==> src/design/afu_config.svh <==
// AFU configuration macros
// Datapath widths, MMIO bus widths and soft-reset length

`ifndef AFU_CONFIG_SVH
`define AFU_CONFIG_SVH

// Base, stride and accumulator width
`define AFU_ACC_WIDTH         32
// Term count width
`define AFU_COUNT_WIDTH       16

`define AFU_MMIO_ADDR_WIDTH   8
`define AFU_MMIO_DATA_WIDTH   64

// Internal reset hold time after a soft reset, in cycles
`define AFU_SOFT_RESET_CYCLES 4

`endif

==> src/design/afu_pkg.sv <==
// AFU shared types
// Job opcodes, MMIO register map, FSM states and error bit positions

`default_nettype none

`include "afu_config.svh"

package afu_pkg;

  // Job opcodes; code 2'b11 is illegal
  typedef enum logic [1:0] {
    JOB_NOP   = 2'd0,
    JOB_START = 2'd1,
    JOB_RESET = 2'd2
  } job_cmd_e;

  // MMIO register map
  typedef enum logic [`AFU_MMIO_ADDR_WIDTH-1:0] {
    REG_BASE   = 'h00,
    REG_STRIDE = 'h08,
    REG_COUNT  = 'h10,
    REG_RESULT = 'h18,
    REG_ERROR  = 'h20,
    REG_STATUS = 'h28
  } mmio_reg_e;

  typedef enum logic {
    CU_IDLE,
    CU_RUN
  } cu_state_e;

  typedef enum logic {
    JOB_IDLE,
    JOB_RUNNING
  } job_state_e;

  // Sticky error word layout
  localparam int ERR_MMIO_ADDRESS = 0;
  localparam int ERR_JOB_COMMAND  = 1;
  localparam int ERR_ACC_OVERFLOW = 2;
  localparam int ERR_WIDTH        = 3;

endpackage

`default_nettype wire

==> src/design/cu_ctrl_if.sv <==
// Compute unit control interface
// Work description, start strobe and completion status

`default_nettype none

`include "afu_config.svh"

interface cu_ctrl_if;

  logic [`AFU_ACC_WIDTH-1:0]   base;
  logic [`AFU_ACC_WIDTH-1:0]   stride;
  logic [`AFU_COUNT_WIDTH-1:0] count;
  logic                        start;
  logic                        busy;
  logic                        done;
  logic [`AFU_ACC_WIDTH-1:0]   result;
  logic                        overflow;

  // Register block side
  modport cfg (output base, stride, count, input result, busy);
  // Job controller side
  modport ctl (output start, input done, busy);
  // Compute unit side
  modport unit (input base, stride, count, start, output busy, done, result, overflow);

endinterface

`default_nettype wire

==> src/design/afu_top.sv <==
// AFU top level
// Connects job control, MMIO registers, error collector, reset control
// and the compute unit to the plain host ports

`default_nettype none

`include "afu_config.svh"

module afu_top (
  input  logic                            clock,
  input  logic                            rst_n,
  input  logic                            job_valid,
  input  afu_pkg::job_cmd_e               job_command,
  input  logic                            mmio_valid,
  input  logic                            mmio_write,
  input  logic [`AFU_MMIO_ADDR_WIDTH-1:0] mmio_address,
  input  logic [`AFU_MMIO_DATA_WIDTH-1:0] mmio_wdata,
  output logic                            job_running,
  output logic                            job_done,
  output logic                            mmio_ack,
  output logic [`AFU_MMIO_DATA_WIDTH-1:0] mmio_rdata,
  output logic                            mmio_error
);

  logic                          rst_int_n;
  logic                          soft_reset;
  logic                          command_error;
  logic                          address_error;
  logic                          error_clear;
  logic [afu_pkg::ERR_WIDTH-1:0] error_word;

  cu_ctrl_if cu ();

  ////////////////////////////////////////////////////////////////////////////
  // Reset
  ////////////////////////////////////////////////////////////////////////////

  reset_control i_reset_control (
    .clock      (clock),
    .rst_n      (rst_n),
    .soft_reset (soft_reset),
    .rst_int_n  (rst_int_n)
  );

  ////////////////////////////////////////////////////////////////////////////
  // Job and MMIO
  ////////////////////////////////////////////////////////////////////////////

  job_control i_job_control (
    .clock         (clock),
    .rst_n         (rst_int_n),
    .job_valid     (job_valid),
    .job_command   (job_command),
    .cu            (cu.ctl),
    .job_running   (job_running),
    .job_done      (job_done),
    .command_error (command_error),
    .soft_reset    (soft_reset)
  );

  mmio_regs i_mmio_regs (
    .clock         (clock),
    .rst_n         (rst_int_n),
    .mmio_valid    (mmio_valid),
    .mmio_write    (mmio_write),
    .mmio_address  (mmio_address),
    .mmio_wdata    (mmio_wdata),
    .job_running   (job_running),
    .error_word    (error_word),
    .cu            (cu.cfg),
    .mmio_ack      (mmio_ack),
    .mmio_error    (mmio_error),
    .address_error (address_error),
    .error_clear   (error_clear),
    .mmio_rdata    (mmio_rdata)
  );

  ////////////////////////////////////////////////////////////////////////////
  // Errors and compute
  ////////////////////////////////////////////////////////////////////////////

  error_control i_error_control (
    .clock         (clock),
    .rst_n         (rst_int_n),
    .address_error (address_error),
    .command_error (command_error),
    .cu_done       (cu.done),
    .cu_overflow   (cu.overflow),
    .error_clear   (error_clear),
    .error_word    (error_word)
  );

  compute_unit i_compute_unit (
    .clock (clock),
    .rst_n (rst_int_n),
    .cu    (cu.unit)
  );

endmodule

`default_nettype wire

==> src/design/compute_unit.sv <==
// Compute unit
// Accumulates base + i*stride for i in 0..count-1, one term per cycle,
// and records any carry out of the accumulator

`default_nettype none

`include "afu_config.svh"

module compute_unit (
  input  logic   clock,
  input  logic   rst_n,
  cu_ctrl_if.unit cu
);

  import afu_pkg::*;

  cu_state_e                   state_q;
  logic [`AFU_ACC_WIDTH-1:0]   acc_q;
  logic [`AFU_ACC_WIDTH-1:0]   term_q;
  logic [`AFU_ACC_WIDTH-1:0]   stride_q;
  logic [`AFU_COUNT_WIDTH-1:0] remaining_q;
  logic                        overflow_q;
  logic                        done_q;
  logic [`AFU_ACC_WIDTH:0]     sum;

  // Extra top bit catches the carry
  assign sum = {1'b0, acc_q} + {1'b0, term_q};

  always_ff @(posedge clock or negedge rst_n) begin
    if (!rst_n) begin
      state_q     <= CU_IDLE;
      acc_q       <= '0;
      term_q      <= '0;
      stride_q    <= '0;
      remaining_q <= '0;
      overflow_q  <= 1'b0;
      done_q      <= 1'b0;
    end else begin
      done_q <= 1'b0;
      case (state_q)
        CU_IDLE: begin
          if (cu.start) begin
            state_q     <= CU_RUN;
            acc_q       <= '0;
            overflow_q  <= 1'b0;
            term_q      <= cu.base;
            stride_q    <= cu.stride;
            remaining_q <= cu.count;
          end
        end
        CU_RUN: begin
          if (remaining_q != '0) begin
            acc_q       <= sum[`AFU_ACC_WIDTH-1:0];
            overflow_q  <= overflow_q | sum[`AFU_ACC_WIDTH];
            term_q      <= term_q + stride_q;
            remaining_q <= remaining_q - 1'b1;
          end
          // Last term, or nothing to add for a zero count
          if (remaining_q <= 1) begin
            state_q <= CU_IDLE;
            done_q  <= 1'b1;
          end
        end
        default: state_q <= CU_IDLE;
      endcase
    end
  end

  assign cu.busy     = (state_q == CU_RUN);
  assign cu.done     = done_q;
  assign cu.result   = acc_q;
  assign cu.overflow = overflow_q;

endmodule

`default_nettype wire

==> src/design/error_control.sv <==
// Error collector
// Sticky error flags, cleared by a host write to the error register

`default_nettype none

module error_control (
  input  logic                          clock,
  input  logic                          rst_n,
  input  logic                          address_error,
  input  logic                          command_error,
  input  logic                          cu_done,
  input  logic                          cu_overflow,
  input  logic                          error_clear,
  output logic [afu_pkg::ERR_WIDTH-1:0] error_word
);

  import afu_pkg::*;

  logic [ERR_WIDTH-1:0] new_errors;
  logic [ERR_WIDTH-1:0] error_q;

  always_comb begin
    new_errors                   = '0;
    new_errors[ERR_MMIO_ADDRESS] = address_error;
    new_errors[ERR_JOB_COMMAND]  = command_error;
    // Overflow only counts once the job result is final
    new_errors[ERR_ACC_OVERFLOW] = cu_done && cu_overflow;
  end

  // New errors win over a clear in the same cycle
  always_ff @(posedge clock or negedge rst_n) begin
    if (!rst_n) begin
      error_q <= '0;
    end else begin
      error_q <= (error_clear ? '0 : error_q) | new_errors;
    end
  end

  assign error_word = error_q;

endmodule

`default_nettype wire

==> src/design/job_control.sv <==
// Job control
// Decodes job commands, launches the compute unit and tracks the
// running job until the unit reports done

`default_nettype none

module job_control (
  input  logic             clock,
  input  logic             rst_n,
  input  logic             job_valid,
  input  afu_pkg::job_cmd_e job_command,
  cu_ctrl_if.ctl           cu,
  output logic             job_running,
  output logic             job_done,
  output logic             command_error,
  output logic             soft_reset
);

  import afu_pkg::*;

  job_state_e state_q;
  logic       start_q;
  logic       done_q;
  logic       cmd_err_q;
  logic       soft_q;

  always_ff @(posedge clock or negedge rst_n) begin
    if (!rst_n) begin
      state_q   <= JOB_IDLE;
      start_q   <= 1'b0;
      done_q    <= 1'b0;
      cmd_err_q <= 1'b0;
      soft_q    <= 1'b0;
    end else begin
      // All outputs below are single-cycle pulses
      start_q   <= 1'b0;
      done_q    <= 1'b0;
      cmd_err_q <= 1'b0;
      soft_q    <= 1'b0;

      if (state_q == JOB_RUNNING && cu.done) begin
        state_q <= JOB_IDLE;
        done_q  <= 1'b1;
      end

      if (job_valid) begin
        case (job_command)
          JOB_NOP: ;
          JOB_START: begin
            // Only one job in flight
            if (state_q == JOB_IDLE && !cu.busy) begin
              state_q <= JOB_RUNNING;
              start_q <= 1'b1;
            end else begin
              cmd_err_q <= 1'b1;
            end
          end
          JOB_RESET: soft_q <= 1'b1;
          default:   cmd_err_q <= 1'b1;
        endcase
      end
    end
  end

  assign cu.start      = start_q;
  assign job_running   = (state_q == JOB_RUNNING);
  assign job_done      = done_q;
  assign command_error = cmd_err_q;
  assign soft_reset    = soft_q;

endmodule

`default_nettype wire

==> src/design/mmio_regs.sv <==
// MMIO register block
// Holds the work description and returns result, error and status
// words. Every access is acknowledged one cycle after its strobe

`default_nettype none

`include "afu_config.svh"

module mmio_regs (
  input  logic                            clock,
  input  logic                            rst_n,
  input  logic                            mmio_valid,
  input  logic                            mmio_write,
  input  logic [`AFU_MMIO_ADDR_WIDTH-1:0] mmio_address,
  input  logic [`AFU_MMIO_DATA_WIDTH-1:0] mmio_wdata,
  input  logic                            job_running,
  input  logic [afu_pkg::ERR_WIDTH-1:0]   error_word,
  cu_ctrl_if.cfg                          cu,
  output logic                            mmio_ack,
  output logic                            mmio_error,
  output logic                            address_error,
  output logic                            error_clear,
  output logic [`AFU_MMIO_DATA_WIDTH-1:0] mmio_rdata
);

  import afu_pkg::*;

  localparam int data_width = `AFU_MMIO_DATA_WIDTH;

  logic [`AFU_ACC_WIDTH-1:0]   base_q;
  logic [`AFU_ACC_WIDTH-1:0]   stride_q;
  logic [`AFU_COUNT_WIDTH-1:0] count_q;
  logic                        ack_q;
  logic                        err_q;
  logic [data_width-1:0]       rdata_q;
  logic                        addr_hit;
  logic                        read_only;
  logic                        access_bad;
  logic [data_width-1:0]       read_value;

  ////////////////////////////////////////////////////////////////////////////
  // Address decode
  ////////////////////////////////////////////////////////////////////////////

  always_comb begin
    addr_hit   = 1'b1;
    read_only  = 1'b0;
    read_value = '0;
    case (mmio_address)
      REG_BASE:   read_value = data_width'(base_q);
      REG_STRIDE: read_value = data_width'(stride_q);
      REG_COUNT:  read_value = data_width'(count_q);
      REG_RESULT: begin
        read_only  = 1'b1;
        read_value = data_width'(cu.result);
      end
      REG_ERROR:  read_value = data_width'(error_word);
      REG_STATUS: begin
        read_only  = 1'b1;
        // Bit 1 mirrors compute unit activity
        read_value = data_width'({cu.busy, job_running});
      end
      default:    addr_hit = 1'b0;
    endcase
  end

  assign access_bad    = !addr_hit || (mmio_write && read_only);
  assign address_error = mmio_valid && access_bad;
  // Writing REG_ERROR clears the sticky flags
  assign error_clear   = mmio_valid && mmio_write && (mmio_address == REG_ERROR);

  ////////////////////////////////////////////////////////////////////////////
  // Configuration registers and response
  ////////////////////////////////////////////////////////////////////////////

  always_ff @(posedge clock or negedge rst_n) begin
    if (!rst_n) begin
      base_q   <= '0;
      stride_q <= '0;
      count_q  <= '0;
      ack_q    <= 1'b0;
      err_q    <= 1'b0;
      rdata_q  <= '0;
    end else begin
      if (mmio_valid && mmio_write) begin
        case (mmio_address)
          REG_BASE:   base_q   <= mmio_wdata[`AFU_ACC_WIDTH-1:0];
          REG_STRIDE: stride_q <= mmio_wdata[`AFU_ACC_WIDTH-1:0];
          REG_COUNT:  count_q  <= mmio_wdata[`AFU_COUNT_WIDTH-1:0];
          default: ;
        endcase
      end
      ack_q   <= mmio_valid;
      err_q   <= address_error;
      rdata_q <= (mmio_valid && !mmio_write && !access_bad) ? read_value : '0;
    end
  end

  assign cu.base    = base_q;
  assign cu.stride  = stride_q;
  assign cu.count   = count_q;
  assign mmio_ack   = ack_q;
  assign mmio_error = err_q;
  assign mmio_rdata = rdata_q;

endmodule

`default_nettype wire

==> src/design/reset_control.sv <==
// Reset control
// Synchronizes the external reset and stretches soft-reset requests

`default_nettype none

`include "afu_config.svh"

module reset_control (
  input  logic clock,
  input  logic rst_n,
  input  logic soft_reset,
  output logic rst_int_n
);

  localparam int cnt_width = $clog2(`AFU_SOFT_RESET_CYCLES + 1);

  logic [1:0]           sync_q;
  logic [cnt_width-1:0] soft_count;

  // Assert immediately, release after two clean edges
  always_ff @(posedge clock or negedge rst_n) begin
    if (!rst_n) begin
      sync_q     <= '0;
      soft_count <= '0;
    end else begin
      sync_q <= {sync_q[0], 1'b1};
      if (soft_reset) begin
        soft_count <= cnt_width'(`AFU_SOFT_RESET_CYCLES);
      end else if (soft_count != '0) begin
        soft_count <= soft_count - 1'b1;
      end
    end
  end

  // Held low while the soft-reset counter runs
  assign rst_int_n = sync_q[1] & (soft_count == '0);

endmodule

`default_nettype wire

==> config.mk <==
export PLATFORM = sky130hd
export DESIGN_NAME = afu_top
export DESIGN_NICKNAME = d
export VERILOG_FILES = /design/src/design/afu_pkg.sv /design/src/design/cu_ctrl_if.sv /design/src/design/afu_top.sv /design/src/design/compute_unit.sv /design/src/design/error_control.sv /design/src/design/job_control.sv /design/src/design/mmio_regs.sv /design/src/design/reset_control.sv
export VERILOG_INCLUDE_DIRS = /design/src /design/src/design
export SDC_FILE = /design/constraint.sdc
export NUM_CORES = 1
export LEC_CHECK = 0
export BUFFER_PORTS_ARGS = -buffer_cell sky130_fd_sc_hd__buf_2
export CORE_MARGIN = 2
export CORE_UTILIZATION = 50
export DETAILED_ROUTE_END_ITERATION = 6
export GPL_TIMING_DRIVEN = 0
export PLACE_DENSITY = 0.72
export SETUP_SLACK_MARGIN = 0.3
export SYNTH_ARGS = -nofsm -noshare
export SYNTH_HDL_FRONTEND = slang
export SYNTH_SLANG_ARGS = --single-unit
export TNS_END_PERCENT = 5
==> constraint.sdc <==
create_clock -name clock -period 14.1 [get_ports clock]
set_input_delay 2.82 -clock clock [delete_from_list [all_inputs] [get_ports clock]]
set_output_delay 2.82 -clock clock [all_outputs]
set_load 0.05 [all_outputs]
Yosys cells after proc, flatten, opt, wreduce, memory -nomap -nowiden

Cells that the tools add are included.

Output and inout port bits: 68
Bits in registers: 274

Reduce and logical (&&, ||, !) cells: 28
Mux-type cells: 37
Eq/ne operators: 9
Bitwise gates (word level): 5
Order comparisons: 1
Add/subtract/negate cells: 4

Operators by type and width:

| operator              | number |
|---|---|
| $pmux 32 s6           | 1 |
| $mux 32               | 5 |
| $pmux 32 s2           | 2 |
| $add 32x32->33        | 1 |
| $add 32x32->32        | 1 |
| $mux 16               | 2 |
| $pmux 16 s2           | 1 |
| $mux 1                | 20 |
| $eq 8x5->1 const B    | 2 |
| $eq 8x6->1 const B    | 2 |
| $le 16x1->1 const B   | 1 |
| $reduce_bool 16->1    | 1 |
| $sub 16x1->16 const B | 1 |
| $reduce_and 2->1      | 5 |
| $logic_and 1x1->1     | 9 |
| $mux 3                | 3 |
| $eq 8x4->1 const B    | 1 |
| $logic_not 8->1       | 1 |
| $pmux 1 s2            | 3 |
| $reduce_or 6->1       | 1 |
| $logic_not 1->1       | 4 |
| $ne 2x2->1 const B    | 2 |
| $reduce_or 2->1       | 2 |
| $logic_not 3->1       | 1 |
| 11 further kinds      | 12 |

Longest topological paths before layout

Gate-level depths: netlist of run 1.

Word-level depth: 8
Gate-level depth with buffers: 11
Gate-level depth less buffers: 11

Hierarchy

Synthesis of run 1 repeated with hierarchy kept, for this count alone.

Cell total of the unflattened synthesis: 1411
Area total of the unflattened synthesis: 13909.6 sq um

By module, submodules not included:

| module        | area each (sq um) | cells each | instances |
|---|---|---|---|
| compute_unit  | 8195.4            | 985        | 1 |
| mmio_regs     | 5188.7            | 385        | 1 |
| reset_control | 241.5             | 21         | 1 |
| job_control   | 178.9             | 13         | 1 |
| error_control | 105.1             | 7          | 1 |

Least setup slack after synthesis of run 1

OpenSTA, ideal clock, no wires.

Path type: input -> register
Start: in mmio_address[1]
End: reg i_mmio_regs.count_q[10], in the netlist i_mmio_regs.cu.count[10]
Setup slack: 9.329 ns
Arrival: 4.646 ns
Buffers on the path: 2
Stages on the path: 7
Cells stage by stage: nor3_1 nand2_1 nor3_1 and3_1 clkbuf_1 buf_2 mux2_2

Longest elaborated chain between the ends: 2

Ends and longest elaborated chain:

| what                       | line            | text |
|---|---|---|
| start: declaration         | afu_top.sv:16   | `` input logic [`AFU_MMIO_ADDR_WIDTH-1:0] mmio_address, `` |
| $eq 8x5->1                 | mmio_regs.sv:86 | `case (mmio_address)` |
| $reduce_and 2->1 (no line) | n/a             |  |
| end signal: assignment     | mmio_regs.sv:89 | `` REG_COUNT: count_q <= mmio_wdata[`AFU_COUNT_WIDTH-1:0]; `` |
| end: declaration           | mmio_regs.sv:32 | `` logic [`AFU_COUNT_WIDTH-1:0] count_q; `` |

No other way between the ends.
A chain may end at the register's enable or synchronous reset.

Worst setup path in the final report of run 1

Start: in mmio_address[1]
End: reg i_mmio_regs.count_q[13], in the netlist i_mmio_regs.cu.count[13]

Same word-level chain as after synthesis.

==> results of run 1 <==
==> stage by stage <==
| stage | util [%] | total power [W] | area, um2 | hold WS (ps) |
|---|---|---|---|---|
| floorplan | - | 0.001717 | 13790 | 331.2 |
| global placement | 54.42 | 0.002013 | 14630 | 337.7 |
| detailed placement | 55.07 | 0.002062 | 14800 | 300.8 |
| CTS | 58.49 | 0.002804 | 15720 | 304.6 |
| global route | 58.49 | 0.002980 | 15720 | 328.1 |
| finish | 58.49 | 0.002815 | 15720 | 288.8 |
==> report_power, final <==
| group | internal [W] | leakage, nW | switching [W] | total, W |
|---|---|---|---|---|
| logic | 0.000424 | 3.82 | 0.000738 | 0.00116 |
| registers | 0.000797 | 3.23 | 0.000120 | 0.000916 |
| clock network | 0.000439 | 0.453 | 0.000298 | 0.000736 |
| total | 0.00166 | 7.51 | 0.00116 | 0.00281 |
==> flip-flops by register name, indices dropped and copies added, names as in the netlist, 2 cells and up <==
signal,flops
i_compute_unit.cu.result,32
i_compute_unit.stride_q,32
i_compute_unit.term_q,32
i_mmio_regs.cu.base,32
i_mmio_regs.cu.stride,32
i_mmio_regs.mmio_rdata,32
i_compute_unit.remaining_q,16
i_mmio_regs.cu.count,16
i_error_control.error_word,3
i_reset_control.soft_count,3
i_reset_control.sync_q,2
==> worst reg2reg max path, cell delays in order (launching register included) <==
cell	delay [ps]
dfrtp_1	400
ha_1	240
fa_1	420
a21o_1	250
a221oi_2	400
o21ai_2	180
a211o_1	430
a41oi_2	400
o21bai_1	150
or4b_1	470
and3_1	180
==> layout by cell type (no fill, tap or decap), types with 6 or more instances in the layout <==
master / count
a41oi_1: 7
a31oi_1: 16
nand4_1: 13
mux2i_1: 24
ha_1: 67
nor2_1: 62
xnor2_1: 37
nor2b_1: 13
clkbuf_8: 6
o21bai_1: 9
and2_1: 8
nand3_1: 39
dfrtp_1: 242
o211ai_1: 13
a22oi_1: 40
a211oi_1: 14
or2_2: 6
mux2_2: 78
clkbuf_16: 27
and3_1: 9
o21a_1: 8
a222oi_1: 18
nand2b_1: 6
buf_12: 7
buf_2: 94
nor4_1: 6
xor2_1: 24
buf_4: 34
nor3_1: 15
clkbuf_1: 60
inv_1: 30
conb_1: 33
a21o_1: 33
o21ai_0: 106
a21oi_1: 80
nand2_1: 192
==> area by class of cell <==
class / count / area [um2] / share of cell area, %
Inverter: 30 / 112.6 / 0.7163
Clock inverter: 11 / 143.9 / 0.9153
Buffer: 109 / 569.3 / 3.621
Sequential cell: 242 / 6056 / 38.52
Clock buffer: 38 / 777.0 / 4.943
Timing Repair Buffer: 89 / 573.1 / 3.645
Tap cell: 341 / 426.7 / 2.714
Multi-Input combinational cell: 1052 / 7062 / 44.92
==> routing by layer <==
layer	share of wire, %	up-vias	GRT usage [%]	routed length, um
met2	45	493	46.32	18850
met5	0	-	0	0
met1	45	5747	42.43	19100
met3	7.2	85	4.781	3042
met4	2.9	0	8.361	1219
li1	-	5315	-	-
==> cells by family (layout without fill, tap and decap cells) <==
family	Yosys count	after routing	share of synthesized area, %
muxes	103	103	8.262
buffers and inverters	139	277	4.986
adders and majority gates	69	69	6.423
DFF	242	242	44.28
AOI/OAI and AO/OA	392	392	18.84
xor gates and xnor gates	61	61	3.907
and+or+nand+nor	394	394	13.25
other	2	33	0.05492
==> worst max path at each step <==
stage,end,slack (ps),depth (start not counted)
2_1_floorplan,i_compute_unit.cu.busy,4860,4
3_3_place_gp,i_mmio_regs.mmio_rdata[17],1390,4
3_5_place_dp,i_mmio_regs.cu.count[13],7990,8
4_1_cts,i_mmio_regs.cu.count[10],8560,8
5_1_grt,i_mmio_regs.cu.count[7],8370,8
6_report,i_mmio_regs.cu.count[13],8440,8
==> run_results.csv, run 1 <==
group,metric,value,unit
floorplanning,rows,60,
global_routing,grt_max_degree,34,
critical_path,critical_path_class,"input port to flip-flop",
drt,drc,0,
synthesis,syn_avg_cell_area,9.754,um2
synthesis,ys.flop_type,"dfrtp_1",
floorplanning,floorplan.initialDensity,50.88,%
final_layout,diodes,0,
place,dp.cells,1863,
synthesis,postSynth.asyncResetShare,100.0,%
final_layout,n_fill_cell,2356,
synthesis,syn_inst,1402,
floorplanning,coreArea,0.02688,mm2
critical_path,critPathBufInv,3,
cts,holdBufCountCts,0,
sta,worstMarginPinSlew,1347,ps
cts,post_cts_resized,0,
sta,drv_slew,0,
drt,viasPerCell,6.088,
place,gp_congestion,0.9937,
synthesis,synth.distinct_cells,82,
synthesis,synth.most_common_cell,"dfrtp_1",
synthesis,ys_seq_area_share,44.28,%
cts,clk_pin_slew,60,ps
critical_path,worst_setup_path_start_kind,"input port",
synthesis,synth_edf_count,0,
cts,cts_tree,"done",
critical_path,worst_path_max_delay_cell,"nor3_1",
job,max_cap_violations,0,
critical_path,end_kind,"flip-flop",
final_layout,drive_gt1_share,18.14,%
sta,tns,0,ps
cts,cts.sinks,242,
global_routing,grt_pass1_wl,65.56,mm
place,portBuffers,81,
drt,first_pass_iters,7,
drt,vias,11640,
synthesis,ys_seq_elements,242,
critical_path,rrSetupSlack,10460,ps
place,dp_slack,7987,ps
drt,drt.antenna.violating_nets,0,
run_status,outcome,"complete, no violations",
power_and_ir_drop,ir_drop,0.1095,mV
cts,clkLatencyLatePin,550,ps
sta,fin_crit,5661,ps
sta,rsz0062_at_grt,"false",
floorplanning,die_w,169.4,um
drt,wl,42.22,mm
critical_path,r2r_cells,10,
cts,clockBufferDepth,3,
critical_path,crit_start,"mmio_address[1]",
cts,cts_setup_buffers,0,
power_and_ir_drop,power_density,179.1,mW/mm2
global_routing,grt.overflow.total,0,
sta,fin_ws,8439,ps
synthesis,synth_top_area_cell,"dfrtp_1",
power_and_ir_drop,leakagePower,7.510,nW
synthesis,synth_top_area_share,44.28,%
critical_path,cp_max_fo,10,
sta,fmax,0.1767,GHz
final_layout,syn_to_final_growth,14.95,%
floorplanning,fp.dieH,169.4,um
sta,fin_crit_sh,40.15,%
cts,numCtsBuffers,27,
sta,finalHoldViolCount,0,
floorplanning,dieArea,0.02869,mm2
sta,skew,10.82,ps
synthesis,synth_common_cells,"dfrtp_1 (242), nand2_1 (192), o21ai_0 (106), a21oi_1 (80), mux2_2 (78)",
synthesis,synthTopCellsByArea,"dfrtp_1 (44%), mux2_2 (6.4%), ha_1 (6.1%)",
sta,finalSetupViolCount,0,
synthesis,synth-warning-count,0,
cts,cts-root-buf,"clkbuf_16",
critical_path,crit_required,14530,ps
synthesis,netlist_area,0.01368,mm2
drt,wire_per_inst,22.08,um
critical_path,cp_slowest_stage_delay,980,ps
global_routing,first_global_vias,11300,
critical_path,timing.rr.end,"i_compute_unit.term_q[22]",
cts,htreeDepth,1,
sta,maxSlewHeadroom,9.362,%
final_layout,final_cells,1912,
critical_path,r2r_start,"i_compute_unit.term_q[0]",
critical_path,path_delay_family,"simple AND/OR/NAND/NOR gates",
floorplanning,ios,147,
critical_path,arrival,6090,ps
hold_path,hold_path_class,"flip-flop to asynchronous set/reset pin",
place,place.detailed.hpwl,31.18,mm
critical_path,worstPathCellList,"buf_2, nor3_1, nand2_1, nor3_1, and3_1, clkbuf_1, buf_2, mux2_2",
final_layout,layout.nets,1699,
global_routing,track_usage,29.50,%
global_routing,antenna_found_initial,0,
drt,drt-initial-drc-count,1089,
(Power assumes the default switching activity.)
==> inputs of run 2 (changes only) <==
--- a/config.mk
+++ b/config.mk
@@ -11,7 +11,7 @@
 export CORE_UTILIZATION = 50
 export DETAILED_ROUTE_END_ITERATION = 6
 export GPL_TIMING_DRIVEN = 0
-export PLACE_DENSITY = 0.72
+export PLACE_DENSITY = 0.7
 export SETUP_SLACK_MARGIN = 0.3
 export SYNTH_ARGS = -nofsm -noshare
 export SYNTH_HDL_FRONTEND = slang
==> constraint.sdc (replaced) <==
create_clock -name clock -period 5.88 [get_ports clock]
set_input_delay 1.176 -clock clock [delete_from_list [all_inputs] [get_ports clock]]
set_output_delay 1.176 -clock clock [all_outputs]
set_load 0.05 [all_outputs]
==> run 2 against run 1 <==
The flow now finishes with violations (design-rule violations). Largest power group unchanged. Clock skew rose by 8.2 ps. Global-route usage fell by 0.46 points. Sequential cell count did not move. Design area rose by 0.27%. Register-to-register slack got worse by 8200 ps. Non-clock buffer count did not move. Via count fell by 1.2%. First-iteration DRC count rose by 5.1%. Utilization rose by 0.16 points. Critical path depth did not move. Critical endpoint is now i_mmio_regs.cu.count[7]. Die area did not move.
==> run_results.csv, run 2 (synthesized netlist as in run 1, its figures left out) <==
group,metric,value,unit
run_status,outcome,"finished with violations",
run_status,failed_checks,"design-rule violations",
critical_path,crit_required,6320,ps
critical_path,end_kind,"flip-flop",
cts,numCtsBuffers,28,
cts,holdBufCountCts,0,
floorplanning,dieArea,0.02869,mm2
cts,cts-root-buf,"clkbuf_16",
final_layout,layout_common_cells,"dfrtp_1 (242), nand2_1 (192), o21ai_0 (106), buf_2 (94), a21oi_1 (80)",
place,dp.cells,1863,
floorplanning,coreArea,0.02688,mm2
cts,cts_tree,"done",
critical_path,worstPathCellList,"buf_2, nor3_1, nand2_1, nor3_1, and3_1, clkbuf_1, buf_2, mux2_2",
cts,clk_pin_slew,60,ps
drt,drc,1,
critical_path,arrival,4440,ps
global_routing,grt_pass1_wl,64.34,mm
power_and_ir_drop,ir_drop,0.2595,mV
critical_path,critical_path_class,"input port to flip-flop",
final_layout,final_cells,1912,
final_layout,syn_to_final_growth,15.26,%
critical_path,cp_max_fo,10,
cts,clkLatencyLatePin,570,ps
power_and_ir_drop,power,0.006791,W
sta,drv_slew,0,
cts,cts_setup_buffers,0,
cts,clockBufferDepth,3,
drt,drt.antenna.violating_nets,0,
drt,wire_per_inst,21.74,um
cts,post_cts_resized,0,
final_layout,diodes,0,
floorplanning,floorplan.initialDensity,50.88,%
sta,maxSlewHeadroom,13.78,%
sta,skew,19.04,ps
power_and_ir_drop,power_density,430.8,mW/mm2
drt,first_pass_iters,7,
critical_path,cp_slowest_stage_delay,1010,ps
drt,viasPerCell,6.013,
sta,holdWs,348.0,ps
sta,rsz0062_at_grt,"false",
global_routing,antenna_found_initial,0,
final_layout,design_area,0.01576,mm2
floorplanning,ios,147,
cts,htreeDepth,1,
final_layout,n_fill_cell,2336,
sta,fin_crit,3995,ps
job,max_cap_violations,0,
final_layout,layout.nets,1700,
sta,finalHoldViolCount,0,
sta,fmax,0.2503,GHz
global_routing,track_usage,29.04,%
place,gp_congestion,0.9456,
cts,cts.sinks,242,
sta,worstMarginPinSlew,1281,ps
place,place.detailed.hpwl,30.55,mm
place,placed_cell_area,0.01480,mm2
drt,drt-initial-drc-count,1145,
critical_path,worst_path_max_delay_cell,"nor3_1",
global_routing,grt_max_degree,35,
drt,vias,11497,
sta,finalSetupViolCount,0,
global_routing,first_global_vias,10905,
floorplanning,fp.dieH,169.4,um
critical_path,worst_setup_path_start_kind,"input port",
final_layout,drive_gt1_share,18.33,%
hold_path,hold_path_class,"flip-flop to flip-flop",
global_routing,grt.overflow.total,0,
sta,fin_crit_sh,67.94,%
drt,wl,41.57,mm
place,portBuffers,81,
final_layout,layout_commonest_cell,"dfrtp_1",
floorplanning,rows,60,
floorplanning,die_w,169.4,um
power_and_ir_drop,leakagePower,7.519,nW
==> run 2: final cells by class <==
class | count | area, um2 | share of cell area [%]
clock inverters | 13 | 172.7 | 1.095
inverters | 30 | 112.6 | 0.7144
multi-input cells | 1052 | 7062 | 44.80
well taps | 341 | 426.7 | 2.707
flip-flops and latches | 242 | 6056 | 38.42
plain buffers | 109 | 569.3 | 3.612
repair buffers | 89 | 573.1 | 3.636
clock buffers | 36 | 790.8 | 5.017
==> run 2: worst max-delay path, delay by kind of cell <==
kind / cells / cell delay (ps)
buffers and inverters: 3 / 1220
muxes: 1 / 380
and+or+nand+nor: 4 / 1650
==> run 2: stage by stage <==
stage	TNS [ps]	utilization, %	setup WS, ps
2_1_floorplan	0	-	371.1
3_3_place_gp	-389690	54.44	-1661
3_5_place_dp	0	55.07	1497
4_1_cts	0	58.65	2016
5_1_grt	0	58.65	1814
6_report	0	58.65	1885
==> run 2: path summary, 6_finish.rpt <==
check,startpoint,to,slack [ps],cells after the start
worst min-delay path,i_reset_control.sync_q[0],i_reset_control.sync_q[1],350,0
worst max register to register,i_compute_unit.cu.result[0],i_compute_unit.cu.result[30],2240,11
max in group asynchronous,i_reset_control.soft_count[0],i_compute_unit.stride_q[16],3900,7
worst min register to register,i_reset_control.sync_q[0],i_reset_control.sync_q[1],350,0
min in group asynchronous,rst_n,i_reset_control.soft_count[0],420,1
worst max-delay path,mmio_address[1],i_mmio_regs.cu.count[7],1890,8
==> run 2: routing by layer <==
layer | track usage [%] | part of all wire, % | vias up
li1 | - | - | 5332
met1 | 42.66 | 45 | 5616
met2 | 45.04 | 45 | 490
met3 | 4.594 | 8.1 | 59
met4 | 7.432 | 2.1 | 0
met5 | 0 | 0 | -
==> run 2: power by group <==
part | leakage (nW) | total [W] | internal, W | switching (W)
clock network | 0.463 | 0.00183 | 0.00108 | 0.000745
logic | 3.82 | 0.00276 | 0.00101 | 0.00175
registers | 3.23 | 0.00220 | 0.00191 | 0.000292
total | 7.52 | 0.00679 | 0.00400 | 0.00279
==> inputs of run 3 (changes only) <==
--- a/config.mk
+++ b/config.mk
@@ -6,12 +6,13 @@
 export SDC_FILE = /design/constraint.sdc
 export NUM_CORES = 1
 export LEC_CHECK = 0
+export ABC_AREA = 1
 export BUFFER_PORTS_ARGS = -buffer_cell sky130_fd_sc_hd__buf_2
 export CORE_MARGIN = 2
 export CORE_UTILIZATION = 50
 export DETAILED_ROUTE_END_ITERATION = 6
 export GPL_TIMING_DRIVEN = 0
-export PLACE_DENSITY = 0.7
+export PLACE_DENSITY = 0.72
 export SETUP_SLACK_MARGIN = 0.3
 export SYNTH_ARGS = -nofsm -noshare
 export SYNTH_HDL_FRONTEND = slang
==> constraint.sdc (replaced) <==
create_clock -name clock -period 3.3 [get_ports clock]
set_input_delay 0.66 -clock clock [delete_from_list [all_inputs] [get_ports clock]]
set_output_delay 0.66 -clock clock [all_outputs]
set_load 0.05 [all_outputs]
==> run 3 against run 2 <==
Final cell count is 39% higher. Via count rose by 25%. Register-to-register slack worse by 1700 ps. Largest power group is now registers. Combinational power shrank 76%. Sequential share of layout area decreased by 2.7 points. Critical path type is now flip-flop to flip-flop. Clock skew grew 5.5 ps. The run now ends clean. Routed wire length is 15% higher. Sequential power is 39% higher.
==> run_results.csv, run 3 <==
group,metric,value,unit
run_status,outcome,"complete, no violations",
final_layout,layout_common_cells,"nand2_1 (649), inv_1 (306), dfrtp_1 (242), o21ai_0 (202), nor2_1 (158)",
synthesis,synthTopCellsByArea,"dfrtp_1 (41%), nand2_1 (16%), inv_1 (7.8%)",
drt,drt.antenna.violating_nets,0,
sta,skew,24.54,ps
floorplanning,rows,63,
sta,fin_crit_sh,82.18,%
synthesis,netlist_area,0.01486,mm2
floorplanning,dieArea,0.03112,mm2
hold_path,hold_path_class,"input port to flip-flop",
job,max_cap_violations,0,
global_routing,track_usage,31.28,%
hold_path,hold_path_depth,1,
place,place.detailed.hpwl,37.56,mm
critical_path,r2r_cells,14,
final_layout,syn_to_final_growth,14.16,%
place,portBuffers,82,
sta,finalSetupViolCount,0,
drt,drc,0,
synthesis,syn_avg_cell_area,7.117,um2
place,dp.cells,2599,
sta,rsz0062_at_grt,"false",
cts,cts_setup_buffers,0,
floorplanning,floorplan.initialDensity,50.41,%
critical_path,r2r_start,"i_compute_unit.cu.result[0]",
final_layout,drive_gt1_share,9.960,%
synthesis,ys_seq_area_share,40.75,%
synthesis,synth_edf_count,0,
hold_path,min_to,"i_mmio_regs.mmio_ack",
critical_path,worst_setup_path_start_kind,"flip-flop",
critical_path,cp_max_fo,4,
sta,fmax,0.3687,GHz
sta,maxSlewHeadroom,44.42,%
final_layout,design_area,0.01697,mm2
synthesis,postSynth.asyncResetShare,100.0,%
floorplanning,coreArea,0.02948,mm2
synthesis,synth_common_cells,"nand2_1 (650), inv_1 (308), dfrtp_1 (242), o21ai_0 (203), nor2_1 (159)",
power_and_ir_drop,power_density,396.6,mW/mm2
critical_path,rrSetupSlack,590,ps
global_routing,grt_pass1_wl,74.96,mm
sta,worstMarginPinSlew,833.7,ps
floorplanning,ios,147,
sta,holdWs,271.3,ps
critical_path,crit_required,3780,ps
critical_path,arrival,3190,ps
cts,clk_pin_slew,60,ps
final_layout,final_cells,2649,
hold_path,hp-start,"mmio_valid",
drt,first_pass_iters,6,
drt,viasPerCell,5.412,
synthesis,synth-warning-count,0,
critical_path,critical_path_class,"flip-flop to flip-flop",
cts,clockBufferDepth,3,
cts,cts-root-buf,"clkbuf_16",
critical_path,timing.rr.end,"i_compute_unit.cu.overflow",
power_and_ir_drop,ir_drop,0.4579,mV
place,gp_congestion,1.026,
drt,wl,47.65,mm
final_layout,diodes,0,
synthesis,ys.flop_type,"dfrtp_1",
sta,tns,0,ps
sta,finalHoldViolCount,0,
synthesis,synth_top_area_cell,"dfrtp_1",
power_and_ir_drop,leakagePower,9.208,nW
cts,htreeDepth,1,
global_routing,first_global_vias,13683,
floorplanning,fp.dieH,176.4,um
final_layout,layout_commonest_cell,"nand2_1",
sta,drv_slew,0,
place,placed_cell_area,0.01608,mm2
drt,vias,14336,
global_routing,grt.overflow.total,0,
drt,drt-initial-drc-count,1395,
global_routing,antenna_found_initial,1,
cts,numCtsBuffers,27,
synthesis,syn_inst,2088,
synthesis,synth.most_common_cell,"nand2_1",
drt,wire_per_inst,17.99,um
sta,fin_crit,2712,ps
synthesis,synth.distinct_cells,45,
synthesis,ys_seq_elements,242,
floorplanning,die_w,176.4,um
cts,clkLatencyLatePin,550,ps
final_layout,layout.nets,2387,
cts,cts_tree,"done",
final_layout,n_fill_cell,2836,
critical_path,end_kind,"flip-flop",
cts,cts.sinks,242,
synthesis,synth_top_area_share,40.75,%
global_routing,grt_max_degree,35,
## run 3: changes by cell type after synthesis, sizes merged, moves of 24 or more
cell   before  now
a21oi      81  110
a22oi      40    2
o22ai       5   30
nand2     193  655
a21o       33    2
inv        30  313
xnor2      37   10
mux2i      24    0
mux2       79   17
nor2       64  163
o21ai     110  213
nand3      39   94
## run 3: area by class of cell
cell class / count / area, um2 / area share, %
Sequential cell: 242 / 6056 / 35.70
Tap cell: 390 / 488.0 / 2.876
Multi-Input combinational cell: 1476 / 7286 / 42.95
Clock inverter: 7 / 95.09 / 0.5605
Inverter: 313 / 1177 / 6.940
Buffer: 88 / 485.5 / 2.862
Timing Repair Buffer: 91 / 595.6 / 3.511
Clock buffer: 42 / 782.0 / 4.609
## run 3: worst max path at each step
stage,cells after the start,startpoint,to,slack (ps)
floorplan,4,i_reset_control.soft_count[0],i_compute_unit.cu.busy,-2060
global placement,4,i_reset_control.soft_count[0],i_compute_unit.term_q[29],-3950
detailed placement,14,i_compute_unit.cu.result[0],i_compute_unit.cu.overflow,510
CTS,14,i_compute_unit.cu.result[0],i_compute_unit.cu.overflow,460
global route,14,i_compute_unit.cu.result[0],i_compute_unit.cu.overflow,430
finish,14,i_compute_unit.cu.result[0],i_compute_unit.cu.overflow,590
## run 3: report_power, final
group,internal [W],switching [W],leakage (nW)
combinational,0.000202,0.000455,5.58
clock,0.00178,0.00125,0.426
sequential,0.00301,0.0000397,3.20
total,0.00499,0.00174,9.21
## run 3: logic make-up (layout without fill, tap and decap cells)
logic type	count (synthesis)	in the layout	share of synthesized area, %
buf+inv	401	541	11.19
other cells	2	33	0.05054
fa+ha+maj	69	69	5.911
mux	17	17	1.288
simple gates	950	950	25.59
xor+xnor	17	17	1.002
compound gates	390	390	14.22
flops	242	242	40.75
## run 3: metal layers
layer  wire [um]  part of all wire, %  up-vias  GRT usage [%]
met2       20640                   43      615          48.71
met5          11                0.023        -              0
met4        1713                  3.6        2          10.50
met3        4108                  8.6      116          4.285
met1       21170                   44     6696          45.04
li1            -                    -     6907              -
## run 3: worst max-delay path, stage by stage, from the launching register on
cell     delay, ps
dfrtp_1        400
ha_1           280
inv_1           80
fa_1           350
inv_1          110
nand2_1         70
o21ai_1        340
nand2_1         90
nand2_1        200
nand2_1         80
nand3_1        160
nand3_1        100
nand2_1         90
nand2_1        150
nand2_1        120
## run 3: timing repair
| item | 4_1_cts | 5_1_grt |
|---|---|---|
| endpoints found under the setup margin | 0 | 2 |
| hold endpoints to repair | 5 | 0 |
| gates resized for setup | 0 | 1 |
| hold buffers | 1 | 0 |
## run 3: per-stage QoR
step                      util (%)  setup slack (ps)  total power [W]
after floorplan                  -             -2062         0.003512
after global placement       53.94             -3948         0.003643
after detailed placement     54.54             505.3         0.003767
after CTS                    57.55             456.3         0.006772
after global routing         57.55             428.2         0.006997
final                        57.55             588.0         0.006728
